[config.mk]
export PLATFORM = sky130hd
export DESIGN_NAME = uart_tx_top
export DESIGN_NICKNAME = d
export VERILOG_FILES = /design/src/rtl/uart_cfg_pkg.sv /design/src/rtl/uart_tx_pkg.sv /design/src/rtl/baud_gen.sv /design/src/rtl/tx_client_arbiter.sv /design/src/rtl/tx_fifo.sv /design/src/rtl/tx_frame_ctrl.sv /design/src/rtl/tx_shifter.sv /design/src/rtl/uart_tx_top.sv
export SDC_FILE = /design/constraint.sdc
export NUM_CORES = 1
export LEC_CHECK = 0
export BUFFER_PORTS_ARGS = -buffer_cell sky130_fd_sc_hd__clkbuf_2
export CORE_UTILIZATION = 50
export DETAILED_ROUTE_END_ITERATION = 10
export HOLD_SLACK_MARGIN = 0.1
export PLACE_DENSITY = 0.78
export RECOVER_POWER = 100
export SKIP_LAST_GASP = 1
export SLEW_MARGIN = 30
export SYNTH_ARGS = -nofsm -noshare
export SYNTH_HDL_FRONTEND = slang
export SYNTH_SLANG_ARGS = --single-unit
[constraint.sdc]
create_clock -name clk -period 9.4 [get_ports clk]
set_clock_uncertainty 0.1 [all_clocks]
set_input_delay 1.88 -clock clk [delete_from_list [all_inputs] [get_ports clk]]
set_output_delay 1.88 -clock clk [all_outputs]
set_load 0.1 [all_outputs]
[src/rtl/uart_cfg_pkg.sv]
// parity encoding, data size limits, frame config struct and size clamp
`default_nettype none

package uart_cfg_pkg;

    // parity mode as seen on the config bus
    typedef enum logic [2:0] {
        par_none    = 3'b000,
        par_odd     = 3'b001,
        par_even    = 3'b010,
        par_sticky0 = 3'b100,
        par_sticky1 = 3'b101
    } parity_e;

    // data bits per frame
    typedef logic [3:0] data_size_t;

    localparam data_size_t data_size_min = 4'd5;
    localparam data_size_t data_size_max = 4'd9;

    typedef struct packed {
        data_size_t data_size;
        parity_e    parity;
        // 0 one stop bit, 1 two
        logic       two_stop;
    } frame_cfg_t;

    // out of range sizes fall back to the nearest legal one
    function automatic data_size_t clamp_size(data_size_t size);
        if (size < data_size_min) begin
            return data_size_min;
        end
        if (size > data_size_max) begin
            return data_size_max;
        end
        return size;
    endfunction

endpackage

`default_nettype wire

[src/rtl/uart_tx_pkg.sv]
// word width, FIFO size, sample count, client write struct and line select enum
`default_nettype none

package uart_tx_pkg;

    // widest frame sets the word
    localparam int word_w = uart_cfg_pkg::data_size_max;
    localparam int fifo_aw = 4;
    localparam int fifo_depth = 2 ** fifo_aw;

    // baud ticks per bit on the line
    localparam int samples_per_bit = 8;

    typedef logic [word_w-1:0]  word_t;
    typedef logic [fifo_aw-1:0] level_t;
    typedef logic [15:0]        prescale_t;
    typedef logic [$clog2(samples_per_bit)-1:0] sample_cnt_t;

    // last sample of a bit period
    localparam sample_cnt_t sample_last = sample_cnt_t'(samples_per_bit - 1);

    typedef struct packed {
        word_t data;
        logic  wr;
    } client_wr_t;

    // what the line carries next
    typedef enum logic [2:0] {
        sel_idle,
        sel_start,
        sel_data,
        sel_parity,
        sel_stop
    } bit_sel_e;

endpackage

`default_nettype wire

[src/rtl/baud_gen.sv]
// prescaler counter producing a one-cycle baud tick
`timescale 1ns/1ps
`default_nettype none

module baud_gen (
    input  wire logic                   clk,
    input  wire logic                   rst_n,
    input  wire uart_tx_pkg::prescale_t prescaler,
    input  wire logic                   en,
    output logic                        baud_tick
);

    uart_tx_pkg::prescale_t cnt;
    logic                   wrap;

    assign wrap = (cnt == prescaler);

    // counter frozen while disabled
    always_ff @(posedge clk or negedge rst_n) begin
        if (!rst_n) begin
            cnt <= '0;
        end else if (en) begin
            cnt <= wrap ? '0 : cnt + 1'b1;
        end
    end

    // no ticks while disabled
    assign baud_tick = en & wrap;

endmodule

`default_nettype wire

[src/rtl/tx_client_arbiter.sv]
// two-client grant FSM with write mux into the TX FIFO
`timescale 1ns/1ps
`default_nettype none

module tx_client_arbiter (
    input  wire logic                   clk,
    input  wire logic                   rst_n,
    input  wire logic [1:0]             req,
    input  wire logic                   fifo_empty,
    input  wire uart_tx_pkg::client_wr_t client0,
    input  wire uart_tx_pkg::client_wr_t client1,
    output logic [1:0]                  grant,
    output uart_tx_pkg::client_wr_t     fifo_wr
);

    typedef enum logic [1:0] {
        arb_idle,
        arb_client0,
        arb_client1
    } arb_state_e;

    arb_state_e state, state_n;

    // only the current owner reaches the fifo
    always_comb begin
        case (grant)
            2'b01:   fifo_wr = client0;
            2'b10:   fifo_wr = client1;
            default: fifo_wr = '0;
        endcase
    end

    always_ff @(posedge clk or negedge rst_n) begin
        if (!rst_n) begin
            state <= arb_idle;
        end else begin
            state <= state_n;
        end
    end

    always_comb begin
        state_n = state;
        case (state)
            arb_idle: begin
                // new owner only once the fifo has drained
                if (fifo_empty) begin
                    if (req[0]) begin
                        state_n = arb_client0;
                    end else if (req == 2'b10) begin
                        state_n = arb_client1;
                    end
                end
            end
            // hold until the owner lets go
            arb_client0: if (!req[0]) state_n = arb_idle;
            arb_client1: if (!req[1]) state_n = arb_idle;
            default:     state_n = arb_idle;
        endcase
    end

    // grant follows the state one clock later
    always_ff @(posedge clk or negedge rst_n) begin
        if (!rst_n) begin
            grant <= 2'b00;
        end else begin
            case (state)
                arb_client0: grant <= 2'b01;
                arb_client1: grant <= 2'b10;
                default:     grant <= 2'b00;
            endcase
        end
    end

endmodule

`default_nettype wire

[src/rtl/tx_fifo.sv]
// 16-word FIFO with registered level, full and empty flags
`timescale 1ns/1ps
`default_nettype none

module tx_fifo (
    input  wire logic                    clk,
    input  wire logic                    rst_n,
    input  wire uart_tx_pkg::client_wr_t wr_in,
    input  wire logic                    pop,
    output uart_tx_pkg::word_t           head,
    output logic                         empty,
    output logic                         full,
    output uart_tx_pkg::level_t          level
);

    uart_tx_pkg::word_t mem [uart_tx_pkg::fifo_depth];

    logic [uart_tx_pkg::fifo_aw-1:0] wr_ptr, wr_ptr_n, wr_succ;
    logic [uart_tx_pkg::fifo_aw-1:0] rd_ptr, rd_ptr_n, rd_succ;
    uart_tx_pkg::level_t             level_n;
    logic                            full_n, empty_n;
    logic                            wr_en, rd_en;

    // drop writes when full, ignore pops when empty
    assign wr_en = wr_in.wr & ~full;
    assign rd_en = pop & ~empty;

    assign wr_succ = wr_ptr + 1'b1;
    assign rd_succ = rd_ptr + 1'b1;

    always_ff @(posedge clk) begin
        if (wr_en) begin
            mem[wr_ptr] <= wr_in.data;
        end
    end

    // word at the read pointer
    assign head = mem[rd_ptr];

    always_comb begin
        wr_ptr_n = wr_ptr;
        rd_ptr_n = rd_ptr;
        level_n  = level;
        full_n   = full;
        empty_n  = empty;
        case ({wr_en, rd_en})
            2'b10: begin
                wr_ptr_n = wr_succ;
                level_n  = level + 1'b1;
                empty_n  = 1'b0;
                full_n   = (wr_succ == rd_ptr);
            end
            2'b01: begin
                rd_ptr_n = rd_succ;
                level_n  = level - 1'b1;
                full_n   = 1'b0;
                empty_n  = (rd_succ == wr_ptr);
            end
            // both pointers move with occupancy unchanged
            2'b11: begin
                wr_ptr_n = wr_succ;
                rd_ptr_n = rd_succ;
            end
            default: begin
            end
        endcase
    end

    always_ff @(posedge clk or negedge rst_n) begin
        if (!rst_n) begin
            wr_ptr <= '0;
            rd_ptr <= '0;
            level  <= '0;
            full   <= 1'b0;
            empty  <= 1'b1;
        end else begin
            wr_ptr <= wr_ptr_n;
            rd_ptr <= rd_ptr_n;
            level  <= level_n;
            full   <= full_n;
            empty  <= empty_n;
        end
    end

endmodule

`default_nettype wire

[src/rtl/tx_frame_ctrl.sv]
// frame FSM with sample and bit counters issuing load, shift and pop
`timescale 1ns/1ps
`default_nettype none

module tx_frame_ctrl (
    input  wire logic                     clk,
    input  wire logic                     rst_n,
    input  wire logic                     baud_tick,
    input  wire logic                     tx_en,
    input  wire uart_cfg_pkg::frame_cfg_t cfg,
    input  wire logic                     fifo_empty,
    output logic                          load,
    output logic                          shift,
    output logic                          pop,
    output logic                          tx_done,
    output uart_tx_pkg::bit_sel_e         bit_sel
);

    typedef enum logic [2:0] {
        st_idle,
        st_start,
        st_data,
        st_parity,
        st_stop0,
        st_stop1
    } frame_state_e;

    frame_state_e              state, state_n;
    uart_tx_pkg::sample_cnt_t  sample_cnt, sample_cnt_n;
    uart_cfg_pkg::data_size_t  bit_cnt, bit_cnt_n;
    uart_cfg_pkg::data_size_t  last_bit;
    logic                      tick;
    logic                      bit_end;

    // transmit side ticks only
    assign tick     = baud_tick & tx_en;
    assign bit_end  = tick && (sample_cnt == uart_tx_pkg::sample_last);
    assign last_bit = uart_cfg_pkg::clamp_size(cfg.data_size) - 4'd1;

    always_ff @(posedge clk or negedge rst_n) begin
        if (!rst_n) begin
            state      <= st_idle;
            sample_cnt <= '0;
            bit_cnt    <= '0;
        end else begin
            state      <= state_n;
            sample_cnt <= sample_cnt_n;
            bit_cnt    <= bit_cnt_n;
        end
    end

    always_comb begin
        state_n      = state;
        sample_cnt_n = sample_cnt;
        bit_cnt_n    = bit_cnt;
        load         = 1'b0;
        shift        = 1'b0;
        pop          = 1'b0;
        tx_done      = 1'b0;
        // every bit period is sample_last+1 ticks
        if (state != st_idle && tick) begin
            sample_cnt_n = bit_end ? '0 : sample_cnt + 1'b1;
        end
        case (state)
            st_idle: begin
                if (!fifo_empty) begin
                    load         = 1'b1;
                    sample_cnt_n = '0;
                    state_n      = st_start;
                end
            end
            st_start: begin
                if (bit_end) begin
                    bit_cnt_n = '0;
                    state_n   = st_data;
                end
            end
            st_data: begin
                if (bit_end) begin
                    shift = 1'b1;
                    if (bit_cnt != last_bit) begin
                        bit_cnt_n = bit_cnt + 1'b1;
                    end else if (cfg.parity == uart_cfg_pkg::par_none) begin
                        state_n = st_stop0;
                    end else begin
                        state_n = st_parity;
                    end
                end
            end
            st_parity: if (bit_end) state_n = st_stop0;
            st_stop0: begin
                if (bit_end) begin
                    if (cfg.two_stop) begin
                        state_n = st_stop1;
                    end else begin
                        // frame done so the fifo head is released
                        tx_done = 1'b1;
                        pop     = 1'b1;
                        state_n = st_idle;
                    end
                end
            end
            st_stop1: begin
                if (bit_end) begin
                    tx_done = 1'b1;
                    pop     = 1'b1;
                    state_n = st_idle;
                end
            end
            default: state_n = st_idle;
        endcase
    end

    // line select for the shifter
    always_comb begin
        case (state)
            st_start:  bit_sel = uart_tx_pkg::sel_start;
            st_data:   bit_sel = uart_tx_pkg::sel_data;
            st_parity: bit_sel = uart_tx_pkg::sel_parity;
            st_stop0,
            st_stop1:  bit_sel = uart_tx_pkg::sel_stop;
            default:   bit_sel = uart_tx_pkg::sel_idle;
        endcase
    end

endmodule

`default_nettype wire

[src/rtl/tx_shifter.sv]
// data shift register, parity generation and registered serial line
`timescale 1ns/1ps
`default_nettype none

module tx_shifter (
    input  wire logic                     clk,
    input  wire logic                     rst_n,
    input  wire uart_cfg_pkg::frame_cfg_t cfg,
    input  wire uart_tx_pkg::word_t       head,
    input  wire logic                     load,
    input  wire logic                     shift,
    input  wire uart_tx_pkg::bit_sel_e    bit_sel,
    output logic                          tx
);

    uart_tx_pkg::word_t shreg;
    uart_tx_pkg::word_t masked;
    logic               par_bit;
    logic               par_q;

    // bits above data_size do not count toward parity
    assign masked = head & ~({uart_tx_pkg::word_w{1'b1}}
                             << uart_cfg_pkg::clamp_size(cfg.data_size));

    always_comb begin
        case (cfg.parity)
            uart_cfg_pkg::par_odd:     par_bit = ~^masked;
            uart_cfg_pkg::par_even:    par_bit = ^masked;
            uart_cfg_pkg::par_sticky1: par_bit = 1'b1;
            default:                   par_bit = 1'b0;
        endcase
    end

    // word and parity held for the whole frame
    always_ff @(posedge clk) begin
        if (load) begin
            shreg <= head;
            par_q <= par_bit;
        end else if (shift) begin
            // lsb first
            shreg <= shreg >> 1;
        end
    end

    // line idles high
    always_ff @(posedge clk or negedge rst_n) begin
        if (!rst_n) begin
            tx <= 1'b1;
        end else begin
            case (bit_sel)
                uart_tx_pkg::sel_start:  tx <= 1'b0;
                uart_tx_pkg::sel_data:   tx <= shreg[0];
                uart_tx_pkg::sel_parity: tx <= par_q;
                default:                 tx <= 1'b1;
            endcase
        end
    end

endmodule

`default_nettype wire

[src/rtl/uart_tx_top.sv]
// top level wiring arbiter, TX FIFO, baud generator, frame controller and shifter
`timescale 1ns/1ps
`default_nettype none

module uart_tx_top (
    input  wire logic                     clk,
    input  wire logic                     rst_n,
    input  wire uart_tx_pkg::client_wr_t  client0,
    input  wire uart_tx_pkg::client_wr_t  client1,
    input  wire logic [1:0]               req,
    input  wire uart_tx_pkg::prescale_t   prescaler,
    input  wire logic                     en,
    input  wire logic                     tx_en,
    input  wire uart_cfg_pkg::frame_cfg_t frame_cfg,
    output logic [1:0]                    grant,
    output logic                          tx_empty,
    output logic                          tx_full,
    output uart_tx_pkg::level_t           tx_level,
    output logic                          tx_done,
    output logic                          tx
);

    uart_tx_pkg::client_wr_t fifo_wr;
    uart_tx_pkg::word_t      head;
    uart_tx_pkg::bit_sel_e   bit_sel;
    logic                    baud_tick;
    logic                    load;
    logic                    shift;
    logic                    pop;

    // write side
    tx_client_arbiter i_arbiter (
        .clk        (clk),
        .rst_n      (rst_n),
        .req        (req),
        .fifo_empty (tx_empty),
        .client0    (client0),
        .client1    (client1),
        .grant      (grant),
        .fifo_wr    (fifo_wr)
    );

    tx_fifo i_fifo (
        .clk   (clk),
        .rst_n (rst_n),
        .wr_in (fifo_wr),
        .pop   (pop),
        .head  (head),
        .empty (tx_empty),
        .full  (tx_full),
        .level (tx_level)
    );

    // bit timing
    baud_gen i_baud_gen (
        .clk       (clk),
        .rst_n     (rst_n),
        .prescaler (prescaler),
        .en        (en),
        .baud_tick (baud_tick)
    );

    // serializer
    tx_frame_ctrl i_frame_ctrl (
        .clk        (clk),
        .rst_n      (rst_n),
        .baud_tick  (baud_tick),
        .tx_en      (tx_en),
        .cfg        (frame_cfg),
        .fifo_empty (tx_empty),
        .load       (load),
        .shift      (shift),
        .pop        (pop),
        .tx_done    (tx_done),
        .bit_sel    (bit_sel)
    );

    tx_shifter i_shifter (
        .clk     (clk),
        .rst_n   (rst_n),
        .cfg     (frame_cfg),
        .head    (head),
        .load    (load),
        .shift   (shift),
        .bit_sel (bit_sel),
        .tx      (tx)
    );

endmodule

`default_nettype wire
Word level (Yosys, flattened, before mapping)

Memories as Yosys holds them, arrays and structs flattened.
Cells that the tools add are included.

Flip-flop bits (word level): 55
Memory bits (writable): 144
Bits of input ports: 50
Output and inout bits: 10
Logic and storage cells: 138
Memories kept: 1

Memory list:

| name       | words | bits a word | read ports | clocked after memory_dff | wr ports | RTL line      | text |
|---|---|---|---|---|---|---|---|
| i_fifo.mem | 16    | 9           | 1          | 0                        | 1        | tx_fifo.sv:16 | `uart_tx_pkg::word_t mem [uart_tx_pkg::fifo_depth];` |

Add/sub/neg operators: 8
Magnitude comparators: 2
Equal/unequal tests: 36
Shift-type cells: 1
Muxes and demuxes: 51
Bitwise logic cells: 8
Reduce and logical (&&, ||, !) cells: 17

Operators by type and width:

| cell                    | number |
|---|---|
| $mux W3                 | 13 |
| $mux W4                 | 7 |
| $pmux W10 S2            | 1 |
| $mux W9                 | 2 |
| $pmux W3 S6             | 1 |
| $add A16 B1 Y16 const B | 1 |
| $add A4 B1 Y4 const B   | 4 |
| $eq A16 B16 Y1          | 1 |
| $mux W16                | 1 |
| $pmux W4 S2             | 2 |
| $eq A3 B2 Y1 const B    | 5 |
| $ne A2 B1 Y1 const B    | 7 |
| $eq A3 B3 Y1 const B    | 4 |
| $pmux W3 S4             | 1 |
| $mux W1                 | 11 |
| $eq A2 B2 Y1 const B    | 5 |
| $mux W2                 | 5 |
| $and A9 B9 Y9           | 1 |
| $eq A3 B1 Y1 const B    | 3 |
| $not A9 Y9              | 1 |
| $reduce_xnor A9 Y1      | 1 |
| $reduce_xor A9 Y1       | 1 |
| $shl A9 B4 Y9 const A   | 1 |
| $eq A4 B4 Y1            | 2 |
| 22 further kinds        | 42 |

Depth between registers and ports, before layout

Word-level depth: 10
Depth in mapped cells: 14
Mapped depth without buffers: 13

By module

From an unflattened synthesis, not the netlist that was laid out.

Cell total of the unflattened synthesis: 607
Area total of the unflattened synthesis: 9287.7 um^2

By module, submodules not included:

| module            | instances | cells each | area an instance (um^2) | sequential area each (um^2) |
|---|---|---|---|---|
| tx_fifo           | 1         | 322        | 6404.9                  | 4675.7 |
| baud_gen          | 1         | 120        | 1123.6                  | 400.4 |
| tx_frame_ctrl     | 1         | 84         | 780.7                   | 250.2 |
| tx_shifter        | 1         | 43         | 589.3                   | 326.6 |
| tx_client_arbiter | 1         | 38         | 389.1                   | 100.1 |

Worst setup path before layout

OpenSTA, ideal clock, no wires.

Path type: in2out
Start point: input prescaler[13]
End point: output tx_done
Arrival: 4.305 ns
Required time: 7.420 ns
Path slack: 3.115 ns
Cell stages on the path: 7
Path buffers: 1
Path through: xnor2_1 -> nand4_1 -> nor4_2 -> and2_0 -> clkbuf_1 -> inv_1 -> nor2_1

Cells in the longest elaborated chain, start to end: 6
Elaborated cells on any way between the ends: 7
Classes of those cells: 1 x eq/ne; 3 x mux; 2 x bitwise; 1 x reduce/logical

Ends and longest elaborated chain:

| item                       | RTL line                                  | text |
|---|---|---|
| start, declared            | uart_tx_top.sv:11                         | `input wire uart_tx_pkg::prescale_t prescaler,` |
| $eq A16 B16 Y1 (*)         | baud_gen.sv:16                            | `assign wrap = (cnt == prescaler);` |
| $and A1 B1 Y1 (*)          | baud_gen.sv:28                            | `assign baud_tick = en & wrap;` |
| $and A1 B1 Y1 (*)          | tx_frame_ctrl.sv:36                       | `assign tick = baud_tick & tx_en;` |
| $logic_and A1 B1 Y1 (*)    | tx_frame_ctrl.sv:37                       | `assign bit_end = tick && (sample_cnt == uart_tx_pkg::sample_last);` |
| $mux W1 (on tied branches) | tx_frame_ctrl.sv:104, tx_frame_ctrl.sv:92 |  |
| $pmux W1 S2 (*)            | tx_frame_ctrl.sv:64                       | `case (state)` |
| end, declared              | uart_tx_top.sv:19                         | `output logic tx_done,` |

Mark *: on every way between the ends. The rest lies on a longest branch, timed or not.

Worst setup path in the final report

Start point: input prescaler[3]
End point: output tx_done

Same word-level chain as after synthesis.

==> results by group <==
Run
  – Max-cap viol count: 2

Run status
  – Status: complete, but fails checks
  – Failing checks: capacitance limit, slew limit

Power and ir drop
  – Leakage: 3.94 nW
  – Power per cell area: 179 mW/mm^2
  – Max rail drop VDD: 0.133 mV

Floorplanning
  – Die Span X: 136 microns
  – Core box area: 0.0175 sq mm
  – Die area: 0.0186 sq mm
  – Cell Rows: 48
  – Die Height: 136 microns
  – IO Pins: 60
  – Initial Util: 51.7%

Synth
  – EDFF count, synth: 154
  – Post-synthesis compound-gate area fraction: 5.87%
  – Cell count after synthesis: 627
  – Mapped Avg Cell Area: 14.4 sq um
  – Synth Flop Type: edfxtp_1
  – Seq/Total Area, Yosys: 63.6%
  – Top-area cell type share of the netlist area: 51.1%
  – Syn nets: 697
  – Cell Area, Synth: 0.00904 sq mm
  – Synth Warn #: 0
  – Post-synthesis mux area share: 10.4%
  – Simple-Gate Fraction of Synth Area: 9.33%
  – Largest family of logic cells by synthesized area: multiplexers
  – Flops & latches, synth: 199
  – Fraction of the mapped netlist area in adder cells: 2.85%
  – Synth unique cells: 54
  – Area leader, netlist: edfxtp_1
  – Async set or reset register ratio after synthesis: 22.6%
  – Top cells by area, synth: edfxtp_1 51%, dfrtp_1 12%, mux4_2 4.5%, xnor2_1 3.8%, mux4_1 2.9%
  – Synth Area in XOR/XNOR: 5.58%

Clock network
  – Setup Fix Bufs, Post-CTS: 0
  – Post_cts resized: 0
  – Clock transition at path regs: 70 ps
  – CTS Buffer Depth: 2
  – CTS Hold Buffers Added: 0
  – CTS tree: done
  – CTS Buf Count: 17
  – Worst-Skew Late Latency: 430 ps
  – Clock net sink count: 199
  – H-tree depth: 4
  – Clock Tree Root: clkbuf_16

GRT
  – Pin count of the biggest net entering global routing: 50
  – Grt total ovfl: 0
  – Initial antenna violation count: 0
  – First-pass GRT wire length: 27700 microns
  – Vias in the first global route: 5353
  – Total track usage: 20.2%

Setup path
  – Setup slack, reg-to-reg: 3710 ps
  – CP endpoint kind: primary output
  – Req. time, crit path: 7420 ps
  – Capturing point of the worst reg2reg path: i_shifter.par_q
  – Setup CP Type: in -> out
  – WP data arrival: 4920 ps
  – Worst r2r path cells: 9
  – Worst r2r src: i_fifo.rd_ptr[0]
  – Worst Path Max Fanout: 16
  – Startpoint types: primary input

Final layout
  – Non-filler cells, final: 921
  – Commonest cells after routing, fill and taps aside: 154 x edfxtp_1, 49 x clkbuf_2, 48 x nand2_1
  – Share of cells above drive strength 1: 17.1%
  – Most common cell after layout, fill and taps aside: edfxtp_1
  – Filler instances: 1335
  – Antenna diodes: 0
  – Post-layout nets: 753
  – Layout area overhead: 11.7%

Min path
  – Worst hold stages: 1
  – Hold path start: i_fifo.level[3]
  – Hold Crit Class: reg -> reg
  – Hold endpoint: i_fifo.level[3]

Drt
  – WL per Instance: 19.2 microns
  – Via density: 5.72
  – Antenna Nets Post-Route: 0
  – Iteration count of the initial detailed-routing pass: 5
  – DRC: 0
  – Final wirelength: 17600 microns
  – Total number of vias: 5270
  – Iteration-0 DRC Markers: 367

STA
  – Tightest Pin Transition: 3610 ps
  – Fin. Hold Viols: 0
  – Pins Over Slew Limit: 96
  – Endpoints failing setup: 0
  – Final period util: 73.4%
  – Final min period: 6900 ps
  – TNS Setup: 0 ps
  – Slew headroom: -140%
  – Max Fclk: 0.145 GHz
  – Hold WS: 364 ps
  – RSZ-0062 raised after global routing: false

Placement
  – Placed cells: 889
  – Hpwl dp: 11700 microns
  – # port buffers: 59
  – GP Congestion: 0.825
==> critical path, cell delays in order <==
cell      delay, ps
clkbuf_2         90
xnor2_1         180
nand4_1         130
nor4_1          780
and2_0          690
inv_1           140
nor2_1          140
clkbuf_1        880
==> metrics by stage <==
stage                     setup slack (ps)  area [sq um]  util (%)  power, W
after floorplan                       3120          9040         -   0.00105
after global placement                3210          9540      54.6   0.00107
after detailed placement              3140          9540      54.6   0.00108
after CTS                             3120         10100      58.1   0.00182
after global routing                  2230         10100      57.8   0.00187
final                                 2500         10100      57.8   0.00181
==> final cells by class <==
type,count,area (sq um),share of cell area [%]
flip-flops and latches,199,5750,57.0
multi-input cells,377,3060,30.3
clock buffers,19,433,4.28
repair buffers,66,313,3.10
well taps,225,282,2.79
clock inverters,13,179,1.77
inverters,22,82.6,0.817
==> sequential cells by signal, indices dropped and copies added (netlist names) <==
signal / cells
i_arbiter.grant: 2
i_fifo.rd_ptr: 4
i_frame_ctrl.state: 3
i_fifo.wr_ptr: 4
i_arbiter.state: 2
i_fifo.level: 4
i_baud_gen.cnt: 16
i_shifter.par_q: 1
i_frame_ctrl.sample_cnt: 3
i_shifter.tx: 1
i_shifter.shreg: 9
i_fifo.full: 1
i_frame_ctrl.bit_cnt: 4
i_fifo.mem: 144
i_fifo.empty: 1
==> cell usage after synthesis (8+ instances only) <==
cell and instances:
a21oi_1 8, a22oi_1 27, clkbuf_1 18, dfrtp_1 43, edfxtp_1 154, ha_1 19
inv_1 21, mux2_2 12, mux2i_1 11, mux4_1 10, mux4_2 18, nand2_1 48
nand2b_1 11, nand3_1 13, nor2_1 47, nor2b_1 11, nor3_1 8, o21ai_0 14
xnor2_1 39, xor2_1 16
==> worst max-delay path by stage <==
stage,endpoint,slack (ps),startpoint
CTS,tx_done,3120,prescaler[3]
finish,tx_done,2500,prescaler[3]
global route,tx_done,2230,prescaler[4]
floorplan,tx_done,3120,prescaler[13]
detailed placement,tx_done,3140,prescaler[13]
global placement,tx_done,3210,prescaler[13]
==> per-layer routing <==
| metal | vias to the layer above | track usage, % | part of all wire [%] |
|---|---|---|---|
| met1 | 2670 | 26.5 | 44 |
| met3 | 12 | 4.29 | 4.3 |
| met5 | - | 0 | 0 |
| met2 | 126 | 33.7 | 51 |
| met4 | 0 | 6.42 | 0.99 |
| li1 | 2462 | - | - |
==> power by group <==
| group | leakage [nW] | total, W | switching, W | internal [W] |
|---|---|---|---|---|
| Sequential | 2.25 | 0.000978 | 0.0000262 | 0.000952 |
| Combinational | 1.39 | 0.0000832 | 0.0000427 | 0.0000405 |
| Clock | 0.299 | 0.000747 | 0.000339 | 0.000407 |
| Total | 3.94 | 0.00181 | 0.000408 | 0.00140 |
==> cell families after synthesis <==
kind of cell / Yosys count
mux: 53
xor+xnor: 56
compound gates: 76
buf+inv: 51
flops: 199
simple gates: 172
fa+ha+maj: 20
No activity file was read; power rests on OpenSTA's default activity.
